===== config.mk =====
export PLATFORM = sky130hd
export DESIGN_NAME = uart_word_tx_top
export DESIGN_NICKNAME = d
export VERILOG_FILES = /design/src/common/uart_word_pkg.sv /design/src/hdl/uart_buffer.sv /design/src/hdl/uart_word_tx_top.sv /design/src/hdl/wb_tx_regs.sv /design/src/hdl/word_fifo.sv /design/src/uart/uart_tx.sv
export SDC_FILE = /design/constraint.sdc
export NUM_CORES = 1
export LEC_CHECK = 0
export BUFFER_PORTS_ARGS = -buffer_cell sky130_fd_sc_hd__buf_2
export CAP_MARGIN = 10
export CORE_ASPECT_RATIO = 0.8
export CORE_UTILIZATION = 57
export DETAILED_ROUTE_END_ITERATION = 8
export GPL_ROUTABILITY_DRIVEN = 0
export PLACE_DENSITY_LB_ADDON = 0.08
export SYNTH_ARGS = -nofsm -noshare
export SYNTH_HDL_FRONTEND = slang
export SYNTH_SLANG_ARGS = --single-unit

===== constraint.sdc =====
create_clock -name i_clk -period 6.7 [get_ports i_clk]
set_clock_uncertainty 0.15 [all_clocks]
set_input_delay 1.005 -clock i_clk [delete_from_list [all_inputs] [get_ports i_clk]]
set_output_delay 1.005 -clock i_clk [all_outputs]
set_load 0.01 [all_outputs]

===== src/common/uart_word_pkg.sv =====
package uart_word_pkg;

    // Host word, also the width of one FIFO entry
    localparam int WORD_BITS = 32;

    // One UART character
    localparam int BYTE_BITS = 8;

    // Bytes sent per host word, LSB first
    localparam int BYTES_PER_WORD = WORD_BITS / BYTE_BITS;

    // Wishbone byte address width
    localparam int ADR_BITS = 4;

    // Register map, byte offsets
    localparam int REG_TXDATA = 0;
    localparam int REG_STATUS = 4;

    // Status word bit positions
    localparam int STAT_EMPTY = 0;
    localparam int STAT_FULL  = 1;
    localparam int STAT_DONE  = 2;

endpackage


===== src/hdl/uart_buffer.sv =====
`timescale 1ns/1ps

module uart_buffer (
    input  logic                                i_clk,
    input  logic                                i_reset,

    // FIFO side
    input  logic                                i_fifo_empty,
    output logic                                o_fifo_rd,
    input  logic [uart_word_pkg::WORD_BITS-1:0] i_fifo_data,

    // Transmitter side
    input  logic                                i_uart_done,
    output logic                                o_uart_start,
    output logic [uart_word_pkg::BYTE_BITS-1:0] o_uart_data,

    output logic                                o_all_done
);

    localparam int IDX_BITS = $clog2(uart_word_pkg::BYTES_PER_WORD);
    localparam logic [IDX_BITS-1:0] LAST_IDX = IDX_BITS'(uart_word_pkg::BYTES_PER_WORD - 1);

    localparam logic [1:0] S_IDLE      = 2'd0;
    localparam logic [1:0] S_LOAD      = 2'd1;
    localparam logic [1:0] S_SEND      = 2'd2;
    localparam logic [1:0] S_WAIT_DONE = 2'd3;

    logic [1:0] state;
    logic [1:0] next_state;

    logic [uart_word_pkg::WORD_BITS-1:0] buffer_reg;
    logic [IDX_BITS-1:0]                 byte_index;

    always_ff @(posedge i_clk or posedge i_reset) begin
        if (i_reset) begin
            state      <= S_IDLE;
            byte_index <= '0;
        end else begin
            state <= next_state;
            if (state == S_LOAD) begin
                byte_index <= '0;
            end else if (state == S_WAIT_DONE && i_uart_done && byte_index != LAST_IDX) begin
                byte_index <= byte_index + 1'b1;
            end
        end
    end

    // Word arrives one cycle after the pop
    always_ff @(posedge i_clk) begin
        if (state == S_LOAD) begin
            buffer_reg <= i_fifo_data;
        end
    end

    // Current byte, stable from LOAD through the whole frame
    assign o_uart_data = buffer_reg[byte_index * uart_word_pkg::BYTE_BITS +:
                                    uart_word_pkg::BYTE_BITS];

    always_comb begin
        next_state   = state;
        o_fifo_rd    = 1'b0;
        o_uart_start = 1'b0;
        o_all_done   = 1'b0;

        case (state)
            S_IDLE: begin
                if (!i_fifo_empty) begin
                    o_fifo_rd  = 1'b1;
                    next_state = S_LOAD;
                end else begin
                    o_all_done = 1'b1;
                end
            end

            S_LOAD: begin
                next_state = S_SEND;
            end

            S_SEND: begin
                o_uart_start = 1'b1;
                next_state   = S_WAIT_DONE;
            end

            S_WAIT_DONE: begin
                if (i_uart_done) begin
                    // After the top byte go back for the next word
                    if (byte_index == LAST_IDX) begin
                        next_state = S_IDLE;
                    end else begin
                        next_state = S_SEND;
                    end
                end
            end

            default: begin
                next_state = S_IDLE;
            end
        endcase
    end

endmodule


===== src/hdl/uart_word_tx_top.sv =====
`timescale 1ns/1ps

module uart_word_tx_top #(
    parameter int CLKS_PER_BIT   = 868,
    parameter int FIFO_ADDR_BITS = 4
) (
    input  logic                                i_clk,
    input  logic                                i_reset,
    input  logic                                i_wb_cyc,
    input  logic                                i_wb_stb,
    input  logic                                i_wb_we,
    input  logic [uart_word_pkg::ADR_BITS-1:0]  i_wb_adr,
    input  logic [uart_word_pkg::WORD_BITS-1:0] i_wb_dat,
    output logic [uart_word_pkg::WORD_BITS-1:0] o_wb_dat,
    output logic                                o_wb_ack,
    output logic                                o_tx,
    output logic                                o_all_done
);

    logic                                fifo_wr;
    logic [uart_word_pkg::WORD_BITS-1:0] fifo_wdata;
    logic                                fifo_rd;
    logic [uart_word_pkg::WORD_BITS-1:0] fifo_rdata;
    logic                                fifo_empty;
    logic                                fifo_full;
    logic                                uart_start;
    logic                                uart_done;
    logic [uart_word_pkg::BYTE_BITS-1:0] uart_data;

    wb_tx_regs u_regs (
        .i_clk        (i_clk),
        .i_reset      (i_reset),
        .i_wb_cyc     (i_wb_cyc),
        .i_wb_stb     (i_wb_stb),
        .i_wb_we      (i_wb_we),
        .i_wb_adr     (i_wb_adr),
        .i_wb_dat     (i_wb_dat),
        .o_wb_dat     (o_wb_dat),
        .o_wb_ack     (o_wb_ack),
        .i_fifo_full  (fifo_full),
        .i_fifo_empty (fifo_empty),
        .i_all_done   (o_all_done),
        .o_fifo_wr    (fifo_wr),
        .o_fifo_wdata (fifo_wdata)
    );

    word_fifo #(
        .FIFO_ADDR_BITS (FIFO_ADDR_BITS)
    ) u_fifo (
        .i_clk   (i_clk),
        .i_reset (i_reset),
        .i_wr    (fifo_wr),
        .i_wdata (fifo_wdata),
        .i_rd    (fifo_rd),
        .o_rdata (fifo_rdata),
        .o_empty (fifo_empty),
        .o_full  (fifo_full)
    );

    uart_buffer u_buffer (
        .i_clk        (i_clk),
        .i_reset      (i_reset),
        .i_fifo_empty (fifo_empty),
        .o_fifo_rd    (fifo_rd),
        .i_fifo_data  (fifo_rdata),
        .i_uart_done  (uart_done),
        .o_uart_start (uart_start),
        .o_uart_data  (uart_data),
        .o_all_done   (o_all_done)
    );

    uart_tx #(
        .CLKS_PER_BIT (CLKS_PER_BIT)
    ) u_tx (
        .i_clk   (i_clk),
        .i_reset (i_reset),
        .i_start (uart_start),
        .i_data  (uart_data),
        .o_tx    (o_tx),
        .o_done  (uart_done)
    );

endmodule


===== src/hdl/wb_tx_regs.sv =====
`timescale 1ns/1ps

module wb_tx_regs (
    input  logic                                i_clk,
    input  logic                                i_reset,

    // Wishbone classic slave
    input  logic                                i_wb_cyc,
    input  logic                                i_wb_stb,
    input  logic                                i_wb_we,
    input  logic [uart_word_pkg::ADR_BITS-1:0]  i_wb_adr,
    input  logic [uart_word_pkg::WORD_BITS-1:0] i_wb_dat,
    output logic [uart_word_pkg::WORD_BITS-1:0] o_wb_dat,
    output logic                                o_wb_ack,

    input  logic                                i_fifo_full,
    input  logic                                i_fifo_empty,
    input  logic                                i_all_done,
    output logic                                o_fifo_wr,
    output logic [uart_word_pkg::WORD_BITS-1:0] o_fifo_wdata
);

    logic                                valid;
    logic                                sel_data;
    logic                                sel_status;
    logic                                stall;
    logic                                ack_next;
    logic [uart_word_pkg::WORD_BITS-1:0] status_word;
    logic [uart_word_pkg::WORD_BITS-1:0] rd_word;

    // Ack cycle itself is not a new request
    assign valid      = i_wb_cyc && i_wb_stb && !o_wb_ack;
    assign sel_data   = (i_wb_adr == uart_word_pkg::ADR_BITS'(uart_word_pkg::REG_TXDATA));
    assign sel_status = (i_wb_adr == uart_word_pkg::ADR_BITS'(uart_word_pkg::REG_STATUS));

    // Hold off data writes while the FIFO has no room
    assign stall    = i_wb_we && sel_data && i_fifo_full;
    assign ack_next = valid && !stall;

    assign o_fifo_wr    = ack_next && i_wb_we && sel_data;
    assign o_fifo_wdata = i_wb_dat;

    always_comb begin
        status_word                           = '0;
        status_word[uart_word_pkg::STAT_EMPTY] = i_fifo_empty;
        status_word[uart_word_pkg::STAT_FULL]  = i_fifo_full;
        status_word[uart_word_pkg::STAT_DONE]  = i_all_done;
    end

    assign rd_word = sel_status ? status_word : '0;

    always_ff @(posedge i_clk or posedge i_reset) begin
        if (i_reset) begin
            o_wb_ack <= 1'b0;
        end else begin
            o_wb_ack <= ack_next;
        end
    end

    always_ff @(posedge i_clk) begin
        if (ack_next) begin
            o_wb_dat <= rd_word;
        end
    end

endmodule


===== src/hdl/word_fifo.sv =====
`timescale 1ns/1ps

module word_fifo #(
    parameter int FIFO_ADDR_BITS = 4
) (
    input  logic                                i_clk,
    input  logic                                i_reset,
    input  logic                                i_wr,
    input  logic [uart_word_pkg::WORD_BITS-1:0] i_wdata,
    input  logic                                i_rd,
    output logic [uart_word_pkg::WORD_BITS-1:0] o_rdata,
    output logic                                o_empty,
    output logic                                o_full
);

    localparam int DEPTH = 1 << FIFO_ADDR_BITS;

    logic [uart_word_pkg::WORD_BITS-1:0] mem [DEPTH];

    // Extra MSB tells a wrapped write pointer from an equal one
    logic [FIFO_ADDR_BITS:0] wr_ptr;
    logic [FIFO_ADDR_BITS:0] rd_ptr;

    logic wr_en;
    logic rd_en;

    assign wr_en = i_wr && !o_full;
    assign rd_en = i_rd && !o_empty;

    assign o_empty = (wr_ptr == rd_ptr);
    assign o_full  = (wr_ptr[FIFO_ADDR_BITS] != rd_ptr[FIFO_ADDR_BITS]) &&
                     (wr_ptr[FIFO_ADDR_BITS-1:0] == rd_ptr[FIFO_ADDR_BITS-1:0]);

    always_ff @(posedge i_clk or posedge i_reset) begin
        if (i_reset) begin
            wr_ptr <= '0;
            rd_ptr <= '0;
        end else begin
            if (wr_en) begin
                wr_ptr <= wr_ptr + 1'b1;
            end
            if (rd_en) begin
                rd_ptr <= rd_ptr + 1'b1;
            end
        end
    end

    // Storage and read port
    always_ff @(posedge i_clk) begin
        if (wr_en) begin
            mem[wr_ptr[FIFO_ADDR_BITS-1:0]] <= i_wdata;
        end
        if (rd_en) begin
            o_rdata <= mem[rd_ptr[FIFO_ADDR_BITS-1:0]];
        end
    end

endmodule


===== src/uart/uart_tx.sv =====
`timescale 1ns/1ps

module uart_tx #(
    parameter int CLKS_PER_BIT = 868
) (
    input  logic                                i_clk,
    input  logic                                i_reset,
    input  logic                                i_start,
    input  logic [uart_word_pkg::BYTE_BITS-1:0] i_data,
    output logic                                o_tx,
    output logic                                o_done
);

    localparam int CNT_BITS = $clog2(CLKS_PER_BIT);
    localparam int BIT_IDX_BITS = $clog2(uart_word_pkg::BYTE_BITS);
    localparam logic [CNT_BITS-1:0] CNT_LAST = CNT_BITS'(CLKS_PER_BIT - 1);
    localparam logic [BIT_IDX_BITS-1:0] BIT_LAST = BIT_IDX_BITS'(uart_word_pkg::BYTE_BITS - 1);

    localparam logic [1:0] S_IDLE  = 2'd0;
    localparam logic [1:0] S_START = 2'd1;
    localparam logic [1:0] S_DATA  = 2'd2;
    localparam logic [1:0] S_STOP  = 2'd3;

    logic [1:0]                          state;
    logic [CNT_BITS-1:0]                 clk_cnt;
    logic [BIT_IDX_BITS-1:0]             bit_cnt;
    logic [uart_word_pkg::BYTE_BITS-1:0] shift_reg;
    logic                                bit_end;

    assign bit_end = (clk_cnt == CNT_LAST);

    always_ff @(posedge i_clk or posedge i_reset) begin
        if (i_reset) begin
            state   <= S_IDLE;
            clk_cnt <= '0;
            bit_cnt <= '0;
            o_tx    <= 1'b1;
            o_done  <= 1'b0;
        end else begin
            o_done <= 1'b0;

            if (state == S_IDLE || bit_end) begin
                clk_cnt <= '0;
            end else begin
                clk_cnt <= clk_cnt + 1'b1;
            end

            case (state)
                S_IDLE: begin
                    o_tx    <= 1'b1;
                    bit_cnt <= '0;
                    if (i_start) begin
                        o_tx  <= 1'b0;
                        state <= S_START;
                    end
                end

                S_START: begin
                    if (bit_end) begin
                        o_tx  <= shift_reg[0];
                        state <= S_DATA;
                    end
                end

                S_DATA: begin
                    if (bit_end) begin
                        if (bit_cnt == BIT_LAST) begin
                            o_tx  <= 1'b1;
                            state <= S_STOP;
                        end else begin
                            // Next data bit, before the shift lands
                            o_tx    <= shift_reg[1];
                            bit_cnt <= bit_cnt + 1'b1;
                        end
                    end
                end

                S_STOP: begin
                    if (bit_end) begin
                        o_done <= 1'b1;
                        state  <= S_IDLE;
                    end
                end

                default: begin
                    state <= S_IDLE;
                end
            endcase
        end
    end

    // Byte captured at start, shifted out LSB first
    always_ff @(posedge i_clk) begin
        if (state == S_IDLE && i_start) begin
            shift_reg <= i_data;
        end else if (state == S_DATA && bit_end) begin
            shift_reg <= shift_reg >> 1;
        end
    end

endmodule


Word level (Yosys, flattened, before mapping) --
Memories as Yosys holds them, arrays and structs flattened. A register that Yosys moved wholly into a read port is not among the register bits. Index checks and enable logic that the tools add are counted.
Storage, ports and cells: bits in registers 104, latch bits 0, memory bits (writable) 512, bits in read-only memories 0, input bits 41, output and inout bits 35, logic and storage cells 105, memories kept 1
Memories:
- u_fifo.mem | words 16, bits a word 32, rd ports 1, clocked after memory_dff 1, write ports 1, RTL line word_fifo.sv:18 | logic [uart_word_pkg::WORD_BITS-1:0] mem [DEPTH];
Cells by class: $add $sub $neg 5, multiply operators 0, div/mod/pow operators 0, magnitude comparators 0, eq/ne operators 22, shifts and indexed selects 1, mux-type cells 32, bitwise operators 0, reductions and logical operators 30
Operators with widths (number):
- $shiftx 32x6->8 | 1
- $mux 2 | 10
- $mux 8 | 2
- $pmux 2 s4 | 2
- $logic_and 1x1->1 | 14
- $mux 1 | 13
- $ne 2x1->1 const B | 6
- $add 10x1->10 const B | 1
- $add 5x1->5 const B | 2
- $eq 10x10->1 const B | 1
- $eq 2x2->1 const B | 5
- $mux 10 | 1
- $mux 3 | 2
- $ne 2x2->1 const B | 3
- $pmux 3 s2 | 1
- $reduce_and 3->1 | 2
- $reduce_bool 2->1 | 3
- $eq 5x5->1 | 1
- $reduce_and 5->1 | 1
- $eq 2x1->1 const B | 2
- $eq 4x3->1 const B | 1
- $eq 4x4->1 | 1
- $logic_not 1->1 | 4
- $logic_not 2->1 | 2
- other kinds (9) | 9

Logic depth before layout (Yosys ltp) --
Gate-level depths: netlist of the first run.
depth in word-level cells 10, depth in mapped cells 7, gate-level depth less buffers 6

Cells and area by module --
A second synthesis of the first run with hierarchy kept.
Unflattened totals: cells, all modules 1216, area, all modules 24531.0 µm²
By module, submodules not included:
- word_fifo | times used 1, cells each 959, area an instance 21161.5 µm², seq. area each 16585.9 µm²
- uart_buffer | times used 1, cells each 69, area an instance 1395.1 µm², seq. area each 1061.0 µm²
- uart_tx | times used 1, cells each 112, area an instance 1327.5 µm², seq. area each 666.9 µm²
- wb_tx_regs | times used 1, cells each 76, area an instance 646.9 µm², seq. area each 115.1 µm²

Least setup slack after synthesis of the first run --
Ideal clock, no wire load.
path type input-to-reg, start point in i_wb_adr[1] (netlist bit), end point mem u_fifo.mem[10][0] (netlist bit), enable pin, library setup time 392 ps, arrival time 2770 ps, required time 6158 ps, setup slack 3387 ps, cell stages on the path 5, buffers on the path 1, path through nor3_2 and4b_1 a21boi_4 buf_4 and4b_1
Between the ends: longest elaborated chain between the ends 10
RTL lines:
- start: declaration | RTL line uart_word_tx_top.sv:12 | input logic [uart_word_pkg::ADR_BITS-1:0] i_wb_adr,
- $logic_not 4->1 * | RTL line wb_tx_regs.sv:33 | assign sel_data = (i_wb_adr == uart_word_pkg::ADR_BITS'(uart_word_pkg::REG_TXDATA));
- $logic_and 1x1->1 (2 in series) | RTL line wb_tx_regs.sv:37 | assign stall = i_wb_we && sel_data && i_fifo_full;
- $logic_not 1->1 | RTL line wb_tx_regs.sv:38 | assign ack_next = valid && !stall;
- $logic_and 1x1->1 | RTL line wb_tx_regs.sv:38
- $logic_and 1x1->1 | RTL line wb_tx_regs.sv:40 | assign o_fifo_wr = ack_next && i_wb_we && sel_data;
- $logic_and 1x1->1 * | RTL line wb_tx_regs.sv:40
- $logic_and 1x1->1 * | RTL line word_fifo.sv:27 | assign wr_en = i_wr && !o_full;
- $mux 1 * | RTL line word_fifo.sv:50 | if (wr_en) begin
- $mux 1 (not written as such) * | RTL line word_fifo.sv:51 | mem[wr_ptr[FIFO_ADDR_BITS-1:0]] <= i_wdata;
- end: declaration | RTL line word_fifo.sv:18
Mark *: on every way between the ends. The rest lies on a longest branch, timed or not.

Worst setup path in the final report of the first run --
start point reg u_fifo.rd_ptr[0], end point out o_all_done
Between the ends: longest elaborated chain between the ends 3
RTL lines:
- start: declaration | RTL line word_fifo.sv:22 | logic [FIFO_ADDR_BITS:0] rd_ptr;
- start signal: assignment | RTL line word_fifo.sv:43 | rd_ptr <= rd_ptr + 1'b1;
- $eq 5x5->1 | RTL line word_fifo.sv:30 | assign o_empty = (wr_ptr == rd_ptr);
- $mux 1 | RTL line uart_buffer.sv:67 | if (!i_fifo_empty) begin
- $mux 1 | RTL line uart_buffer.sv:65 | case (state)
- end: declaration | RTL line uart_word_tx_top.sv:17 | output logic o_all_done
Every way passes these cells.

==> impl_metrics.tcl, run 1 <==
set metrics [dict create \
    status "completed" \
    synth_cell_types 54 \
    core_region_area_sq_um 42000 \
    drc 0 \
    synth_top_family_by_area "multiplexers" \
    max_stage_delay_ns 0.98 \
    p_int_uw 6030 \
    worstSkewPairLatency_ns 0.59 \
    gr-usage-all-layers 0.230 \
    synthTopCellsByCount "edfxtp_1, mux2i_1, a221oi_1" \
    p_comb_frac 0.035 \
    syn_to_final_growth_pct 9.21 \
    synth_top_area_cell "edfxtp_1" \
    power_leakage_uw 0.00957 \
    syn-cell-area_sq_um 24400 \
    dr.pass1.iters 5 \
    io_buffers 46 \
    synth-edff-count 587 \
    slew_viol_final 0 \
    finalSetupTns_ns 0 \
    p_clk_frac 0.400 \
    worst_slew_pin_slew_ns 1.08 \
    crit_arrival_ns 2.62 \
    multi_input_area_sq_um 5380 \
    final_cell_area_sq_um 26600 \
    vias 11599 \
    wl_per_cell_um 25.8 \
    crit_start "u_fifo.rd_ptr[0]$_DFFE_PP0P_" \
    synth_async_sr_flop_share 0.0517 \
    hold_depth 0 \
    synth_area_leaders "edfxtp_1, mux4_2, mux2i_1" \
    dp_slack_ns 2.90 \
    maxCapViolations 0 \
    post_cts_resized 0 \
    die_x_um 233 \
    initial_utilization 0.580 \
    power_density_nw_per_um2 285 \
    num_io_pins 76 \
    grt_max_degree 109 \
    postCtsHoldBufs 0 \
    path_cells "xnor2_1, and4_4, nand2_1, nor3_1, buf_2" \
    nNetsFinal 1357 \
    synth.area.mux_share 0.127 \
    crit_fanout 47 \
    via_per_inst 6.13 \
    r2r-start "u_fifo.rd_ptr[0]$_DFFE_PP0P_" \
    synth-simple-area-share 0.0275 \
    synth.most_common_cell "edfxtp_1" \
    clk_pin_slew_worst_paths_ns 0.06 \
    drt_iter0_markers 1046 \
    cp.required_ns 5.54 \
    holdCritPathClass "reg2reg" \
    fmax_mhz 265 \
    min_period_over_period 0.563 \
    ys_warn_count 0 \
    hp-start "u_fifo.o_rdata[28]$_DFFE_PP_" \
    h-tree-depth 2 \
    place_area_sq_um 24900 \
    dpl.hpwl_mm 27.2 \
    seqCellArea_sq_um 18400 \
    routed_wl_mm 48.7 \
    overflow 0 \
    cp-end-kind "output pin" \
    critPathLaunchType "register" \
    rrSetupSlack_ns 3.19 \
    final_hold_viol_count 0 \
    fin_ws_ns 2.93 \
    finalSetupViolations 0 \
    num_rows 67 \
    max-slew-margin-rel 0.280 \
    cp_top_family "flip-flops" \
    largest_reg_flops 512 \
    cp.depth 5 \
    worstRegToRegCells 5 \
    antenna_found_initial 4 \
    synthXorXnorAreaFrac 0.00755 \
    yosys.area_share.adder 0.00719 \
    clockBufferDepth 3 \
    ys_seq_area_frac 0.757 \
    grt_pass1_vias 11497 \
    cts_made_buffers 57 \
    die_h_um 187 \
    p_sw_uw 1540 \
    post_cts_buffers 0 \
    swShare 0.204 \
    grt_pass1_wl_mm 73.3 \
    layout-drive-gt1-share 0.173 \
    synth_top_area_frac 0.724 \
    synth-main-ff-cell "edfxtp_1" \
    synth-seq-cells 619 \
    cts_tree "yes" \
    whs_ns 0.263 \
    die_area_sq_um 43600 \
    holdPathEnd "u_buffer.buffer_reg[28]$_DFFE_PP_" \
    crit_slowest_cell "dfrtp_4" \
    vdd_drop_max_mv 0.214 \
    fin_crit_ns 3.77 \
    synthCells 1248 \
    reg2reg_to "u_fifo.mem[0][10]$_DFFE_PP_" \
    syn_avg_cell_area_sq_um 19.5 \
    crit_buf_inv 1 \
    crit_type "reg2out" \
    fillers 2929 \
    synth-compound-area-share 0.0461 \
    rsz0062_at_grt "false" \
    cts.sinks 619 \
    diodes 0 \
    cts-root-buf "clkbuf_16" \
    ant_nets 0 \
    power_frac_seq 0.566 \
]
## metal layers
layer  vias to the layer above  GRT usage  part of all wire
li1                       5149          -                 -
met1                      5983      0.364              0.46
met5                         -          0                 0
met3                        67     0.0468             0.075
met4                         0     0.0558             0.018
met2                       400      0.330              0.45
## worst max-delay path by stage
stage / endpoint / slack [ns]
floorplan: u_fifo.mem[10][0]$_DFFE_PP_ / 3.39
global placement: u_fifo.mem[10][16]$_DFFE_PP_ / 2.99
detailed placement: u_fifo.mem[0][9]$_DFFE_PP_ / 2.90
CTS: o_all_done / 2.84
global route: o_all_done / 2.74
finish: o_all_done / 2.93
## area by class of cell
| class | instances | area share |
|---|---|---|
| multi-input cells | 553 | 0.202 |
| repair buffers | 59 | 0.0128 |
| inverters | 12 | 0.00169 |
| clock inverters | 27 | 0.00790 |
| well taps | 552 | 0.0260 |
| flip-flops and latches | 619 | 0.693 |
| clock buffers | 70 | 0.0563 |
## worst register-to-register path, cell delays in order, from the launching register on
cell      delay, ns
dfrtp_4        0.98
xnor2_1        0.21
and4_4         0.24
a21boi_4       0.41
and4bb_2       0.74
buf_4          0.45
## cell families (layout without fill, tap and decap cells)
group / Yosys count / count (layout)
compound gates: 149 / 149
mux: 214 / 214
simple gates: 126 / 126
xor+xnor: 21 / 21
other cells: 1 / 29
fa+ha+maj: 14 / 14
buf+inv: 104 / 168
flops: 619 / 619
## power by group through the flow
stage / registers [uW] / clock network [uW] / logic (uW)
3_3_place_gp: 4360 / 0 / 254
2_1_floorplan: 4360 / 0 / 176
4_1_cts: 4280 / 3070 / 264
3_5_place_dp: 4360 / 0 / 264
5_1_grt: 4280 / 3210 / 297
6_report: 4280 / 3030 / 262
## through the flow
| step | util | std cells | total power, uW |
|---|---|---|---|
| 5_1_grt | 0.633 | 1892 | 7790 |
| 6_report | 0.633 | 1892 | 7570 |
| 3_3_place_gp | 0.593 | 1795 | 4620 |
| 2_1_floorplan | - | 1276 | 4530 |
| 4_1_cts | 0.633 | 1892 | 7620 |
| 3_5_place_dp | 0.593 | 1795 | 4630 |
## layout by cell type, fill, tap and decap left out, types with 3 or more instances in the layout
| cell | instances |
|---|---|
| a21oi_1 | 3 |
| a221oi_1 | 64 |
| a22oi_1 | 32 |
| and3_2 | 6 |
| and4_2 | 4 |
| and4b_2 | 4 |
| buf_2 | 46 |
| buf_4 | 12 |
| bufinv_16 | 3 |
| clkbuf_1 | 12 |
| clkbuf_16 | 58 |
| clkinv_1 | 13 |
| clkinv_2 | 8 |
| conb_1 | 29 |
| dfrtp_1 | 28 |
| edfxtp_1 | 587 |
| ha_1 | 14 |
| inv_1 | 12 |
| mux2_1 | 4 |
| mux2_2 | 8 |
| mux2i_1 | 130 |
| mux4_1 | 9 |
| mux4_2 | 63 |
| nand2_1 | 48 |
| nand2b_1 | 4 |
| nand3_1 | 7 |
| nand4_1 | 3 |
| nor2_1 | 21 |
| nor2b_1 | 3 |
| nor3_1 | 6 |
| o211ai_1 | 4 |
| o21ai_0 | 34 |
| xnor2_1 | 16 |
| xor2_1 | 5 |
Note: power is estimated with default switching activity, not from simulation.
==> inputs of run 2 (changes only) <==
--- a/config.mk
+++ b/config.mk
@@ -8,7 +8,7 @@
 export BUFFER_PORTS_ARGS = -buffer_cell sky130_fd_sc_hd__buf_2
 export CAP_MARGIN = 10
 export CORE_ASPECT_RATIO = 0.8
-export CORE_UTILIZATION = 57
+export CORE_UTILIZATION = 56
 export DETAILED_ROUTE_END_ITERATION = 8
 export GPL_ROUTABILITY_DRIVEN = 0
 export PLACE_DENSITY_LB_ADDON = 0.08
==> constraint.sdc (replaced) <==
create_clock -name i_clk -period 3.1 [get_ports i_clk]
set_clock_uncertainty 0.15 [all_clocks]
set_input_delay 0.465 -clock i_clk [delete_from_list [all_inputs] [get_ports i_clk]]
set_output_delay 0.465 -clock i_clk [all_outputs]
set_load 0.01 [all_outputs]
==> run 2 against run 1 <==
Sequential power grew 120%. Flip-flop and latch count is the same. Critical path depth is the same. Final cell count grew 2.9%. Clock-buffer cell count shrank 1. Cell area grew 2.3%. Sequential share of layout area shrank 1.6 points. Critical endpoint unchanged. Largest power group unchanged.
==> impl_metrics.tcl, run 2 (synthesis results as in run 1) <==
set metrics [dict create \
    power_leakage_uw 0.00989 \
    wl_per_cell_um 26.7 \
    drc 0 \
    die_h_um 189 \
    critPathLaunchType "register" \
    core_region_area_sq_um 42400 \
    vdd_drop_max_mv 0.500 \
    hp-start "i_wb_cyc" \
    status "completed" \
    finalPower_uw 16500 \
    worstSkewPairLatency_ns 0.59 \
    layout_common_cells "edfxtp_1, mux2i_1, a221oi_1, mux4_2, clkbuf_16" \
    seqCellArea_sq_um 18400 \
    vias 11921 \
    reg2reg_to "u_fifo.mem[12][29]$_DFFE_PP_" \
    cp.required_ns 2.48 \
    holdCritPathClass "in2reg" \
    whs_ns 0.0727 \
    clockBufferDepth 3 \
    gr-usage-met1 0.363 \
    finalSetupTns_ns 0 \
    cts.sinks 619 \
    top_usage_layer "met1" \
    fillers 2933 \
    layout-drive-gt1-share 0.199 \
    antenna_found_initial 5 \
    rsz0062_at_grt "false" \
    num_rows 67 \
    finalSetupViolations 0 \
    post_cts_resized 0 \
    grt_pass1_wl_mm 77.6 \
    dp_slack_ns 0.324 \
    initial_utilization 0.574 \
    fin_crit_ns 2.79 \
    final_hold_viol_count 0 \
    routed_wl_mm 52.1 \
    min_period_over_period 0.900 \
    largest_reg_flops 512 \
    max_stage_delay_ns 0.58 \
    cts_tree "yes" \
    path_cells "xnor2_1, and4_4, nand2_1, nor3_1, buf_2" \
    crit_fanout 11 \
    grt_pass1_vias 11739 \
    cp-end-kind "output pin" \
    crit_start "u_fifo.rd_ptr[0]$_DFFE_PP0P_" \
    multi_input_area_sq_um 5380 \
    met2_usage 0.356 \
    slew_viol_final 0 \
    nNetsFinal 1401 \
    clk_pin_slew_worst_paths_ns 0.06 \
    dpl.hpwl_mm 32.4 \
    worst_slew_pin_slew_ns 0.780 \
    fin_ws_ns 0.311 \
    die_area_sq_um 44300 \
    maxCapViolations 0 \
    critPathCapture "o_all_done" \
    die_x_um 235 \
    cts_made_buffers 56 \
    hold_depth 3 \
    power_density_nw_per_um2 607 \
    fmax_mhz 359 \
    crit_arrival_ns 2.17 \
    cts-root-buf "clkbuf_16" \
    met3_usage 0.0513 \
    worstRegToRegCells 6 \
    rrSetupSlack_ns 0.52 \
    crit_type "reg2out" \
    syn_to_final_growth_pct 11.7 \
    crit_slowest_cell "dfrtp_4" \
    io_buffers 46 \
    final_common_cell "edfxtp_1" \
    r2r-start "u_regs.o_wb_ack$_DFF_PP0_" \
    ant_nets 0 \
    grt_max_degree 64 \
    dr.pass1.iters 5 \
    gr-usage-all-layers 0.241 \
    h-tree-depth 2 \
    via_per_inst 6.12 \
    overflow 0 \
    max-slew-margin-rel 0.480 \
    num_io_pins 76 \
    post_cts_buffers 0 \
    drt_iter0_markers 1136 \
]
==> run 2: area by class of cell <==
class,count,share of cell area
Sequential cell,619,0.678
Multi-Input combinational cell,553,0.198
Clock buffer,69,0.0541
Timing Repair Buffer,104,0.0333
Tap cell,552,0.0254
Clock inverter,37,0.0102
Inverter,12,0.00166
Antenna cell,1,0.0000920
==> run 2: worst max-delay path: cells and delay by family, from the launching register on <==
| kind | cells | cell delay (ns) |
|---|---|---|
| simple gates | 3 | 0.61 |
| flops | 1 | 0.58 |
| xor+xnor | 1 | 0.24 |
| buf+inv | 1 | 0.16 |
==> run 2: how the worst min path moves through the flow <==
stage                                         to
6_report               u_regs.o_wb_ack$_DFF_PP0_
5_1_grt              u_fifo.mem[9][24]$_DFFE_PP_
4_1_cts                u_regs.o_wb_ack$_DFF_PP0_
3_5_place_dp   u_buffer.buffer_reg[20]$_DFFE_PP_
3_3_place_gp    u_buffer.buffer_reg[2]$_DFFE_PP_
2_1_floorplan   u_buffer.buffer_reg[0]$_DFFE_PP_
==> run 2: per-stage QoR <==
step / utilization / instance area, sq um / instances
3_5_place_dp: 0.600 / 25500 / 1839
5_1_grt: 0.641 / 27200 / 1946
2_1_floorplan: - / 24500 / 1276
4_1_cts: 0.641 / 27200 / 1946
3_3_place_gp: 0.600 / 25500 / 1839
6_report: 0.642 / 27200 / 1947
==> run 2: timing repair <==
| action | in CTS | in global routing |
|---|---|---|
| setup endpoints to repair | 0 | 0 |
| hold endpoints to repair | 31 | 0 |
| hold buffers | 1 | 0 |
==> run 2: routing by layer <==
layer / part of all wire / wire [um]
met1: 0.45 / 23200
met2: 0.45 / 23400
met3: 0.078 / 4070
met4: 0.026 / 1370
met5: 0.00025 / 13
==> run 2: report_power, final <==
| part | switching (uW) | internal [uW] |
|---|---|---|
| Combinational | 410 | 204 |
| Sequential | 57.0 | 9190 |
| Clock | 2950 | 3700 |
| Total | 3420 | 13100 |
==> inputs of run 3 (changes only) <==
--- a/config.mk
+++ b/config.mk
@@ -5,11 +5,12 @@
 export SDC_FILE = /design/constraint.sdc
 export NUM_CORES = 1
 export LEC_CHECK = 0
-export BUFFER_PORTS_ARGS = -buffer_cell sky130_fd_sc_hd__buf_2
 export CAP_MARGIN = 10
 export CORE_ASPECT_RATIO = 0.8
-export CORE_UTILIZATION = 56
+export CORE_MARGIN = 2
+export CORE_UTILIZATION = 57
 export DETAILED_ROUTE_END_ITERATION = 8
+export DONT_BUFFER_PORTS = 1
 export GPL_ROUTABILITY_DRIVEN = 0
 export PLACE_DENSITY_LB_ADDON = 0.08
 export SYNTH_ARGS = -nofsm -noshare
==> run 3 against run 2 <==
Via count increased by 2.7%. Setup slack got worse by 0.10 ns. Clock power increased by 5.1%. Register-to-register slack improved by 0.06 ns. Critical endpoint unchanged. Largest power group unchanged. Highest routed layer unchanged.
==> impl_metrics.tcl, run 3 (synthesis results as in run 1) <==
set metrics [dict create \
    largest_reg_flops 512 \
    layout_common_cells "edfxtp_1, mux2i_1, a221oi_1, mux4_2, clkbuf_16" \
    worst_slew_pin_slew_ns 0.847 \
    status "completed" \
    post_cts_buffers 0 \
    final_common_cell "edfxtp_1" \
    rsz0062_at_grt "false" \
    final_hold_viol_count 0 \
    cts.sinks 619 \
    clk_pin_slew_worst_paths_ns 0.07 \
    holdCritPathClass "in2reg" \
    worstSkewPairLatency_ns 0.61 \
    fillers 2772 \
    drt_iter0_markers 1627 \
    die_area_sq_um 44400 \
    dpl.hpwl_mm 33.9 \
    grt_max_degree 60 \
    drc 0 \
    core_region_area_sq_um 42000 \
    cp.required_ns 2.48 \
    antenna_found_initial 9 \
    critPathLaunchType "register" \
    finalSetupViolations 0 \
    slew_viol_final 0 \
    place_area_sq_um 25200 \
    h-tree-depth 2 \
    layout-drive-gt1-share 0.179 \
    grt_pass1_wl_mm 81.1 \
    crit_fanout 12 \
    clockBufferDepth 3 \
    cp-end-kind "output pin" \
    dr.pass1.iters 6 \
    final_cell_area_sq_um 27500 \
    die_h_um 189 \
    overflow 0 \
    num_rows 67 \
    io_buffers 0 \
    num_io_pins 76 \
    initial_utilization 0.580 \
    grt_pass1_vias 11826 \
    vias 12241 \
    fmax_mhz 346 \
    cts_made_buffers 58 \
    cts-root-buf "clkbuf_16" \
    finalSetupTns_ns 0 \
    crit_type "reg2out" \
    syn_to_final_growth_pct 12.8 \
    max-slew-margin-rel 0.434 \
    min_period_over_period 0.932 \
    nNetsFinal 1396 \
    power_density_nw_per_um2 614 \
    crit_arrival_ns 2.27 \
    maxCapViolations 0 \
    gr-usage-all-layers 0.251 \
    ant_nets 0 \
    die_x_um 235 \
    fin_crit_ns 2.89 \
    routed_wl_mm 54.9 \
    wl_per_cell_um 28.2 \
    vdd_drop_max_mv 0.494 \
    via_per_inst 6.30 \
    power_leakage_uw 0.00994 \
    cts_tree "yes" \
]
## run 3: changes by cell type in the layout (fill, tap and decap cells not counted), moves of 2 or more
| cell | delta |
|---|---|
| clkinv_2 | +6 |
| buf_4 | +5 |
| inv_6 | -2 |
| clkbuf_1 | -2 |
| clkinv_4 | +2 |
| clkinv_1 | -9 |
| buf_12 | -2 |
| diode_2 | +4 |
| buf_2 | -46 |
| dlygate4sd3_1 | +36 |
| clkbuf_16 | +4 |
## run 3: what timing repair did
item / CTS / global route
resized for setup: 0 / 2
hold buffers: 37 / 0
endpoints found under the setup margin: 0 / 1
endpoints found under the hold margin: 529 / 0
## run 3: critical path: stages (launching register included)
cell     delay, ns
dfrtp_4       0.61
xnor2_1       0.25
and4_4        0.30
nand2_1       0.16
nor3_2        0.18
buf_4         0.15
## run 3: power by group
| part | internal (uW) | switching (uW) | leakage (uW) | total (uW) |
|---|---|---|---|---|
| logic | 212 | 407 | 0.00334 | 619 |
| registers | 9190 | 64.5 | 0.00569 | 9260 |
| clock network | 3990 | 3010 | 0.000919 | 6990 |
| total | 13400 | 3480 | 0.00994 | 16900 |
## run 3: worst paths after layout
kind / from / to / slack, ns / cells past startpoint
hold reg to reg: u_fifo.o_rdata[1]$_DFFE_PP_ / u_buffer.buffer_reg[1]$_DFFE_PP_ / 0.27 / 0
max in group asynchronous: i_reset / u_fifo.rd_ptr[1]$_DFFE_PP0P_ / 1.85 / 3
setup reg to reg: u_regs.o_wb_ack$_DFF_PP0_ / u_fifo.mem[15][0]$_DFFE_PP_ / 0.58 / 6
min in group asynchronous: i_reset / u_regs.o_wb_ack$_DFF_PP0_ / 0.23 / 2
hold / removal: i_wb_adr[3] / u_regs.o_wb_dat[0]$_SDFFCE_PP0P_ / 0.08 / 3
setup / recovery: u_fifo.rd_ptr[0]$_DFFE_PP0P_ / o_all_done / 0.21 / 5
## run 3: layer usage
metal | global-route usage | routed length, um
met5 | 0 | 13
met3 | 0.0437 | 4230
met4 | 0.0635 | 932
met1 | 0.392 | 24500
met2 | 0.372 | 25100
## run 3: final cells by class
class | count | area (sq um) | share of cell area
Timing Repair Buffer | 97 | 1030 | 0.0376
Clock buffer | 71 | 1560 | 0.0569
Antenna cell | 5 | 12.5 | 0.000455
Sequential cell | 619 | 18400 | 0.671
Tap cell | 552 | 691 | 0.0251
Inverter | 12 | 45.0 | 0.00164
Clock inverter | 35 | 303 | 0.0110
Multi-Input combinational cell | 553 | 5400 | 0.196
## run 3: per-stage QoR
step	power (uW)	setup WS (ns)	utilization	cells	hold WS (ns)
3_3_place_gp	9890	0.526	0.600	1796	0.254
6_report	16900	0.211	0.654	1944	0.0754
3_5_place_dp	9900	0.471	0.600	1796	0.255
4_1_cts	17000	0.0736	0.654	1939	0.0352
5_1_grt	17400	0.0773	0.654	1939	0.0749
2_1_floorplan	9800	0.327	-	1276	0.250
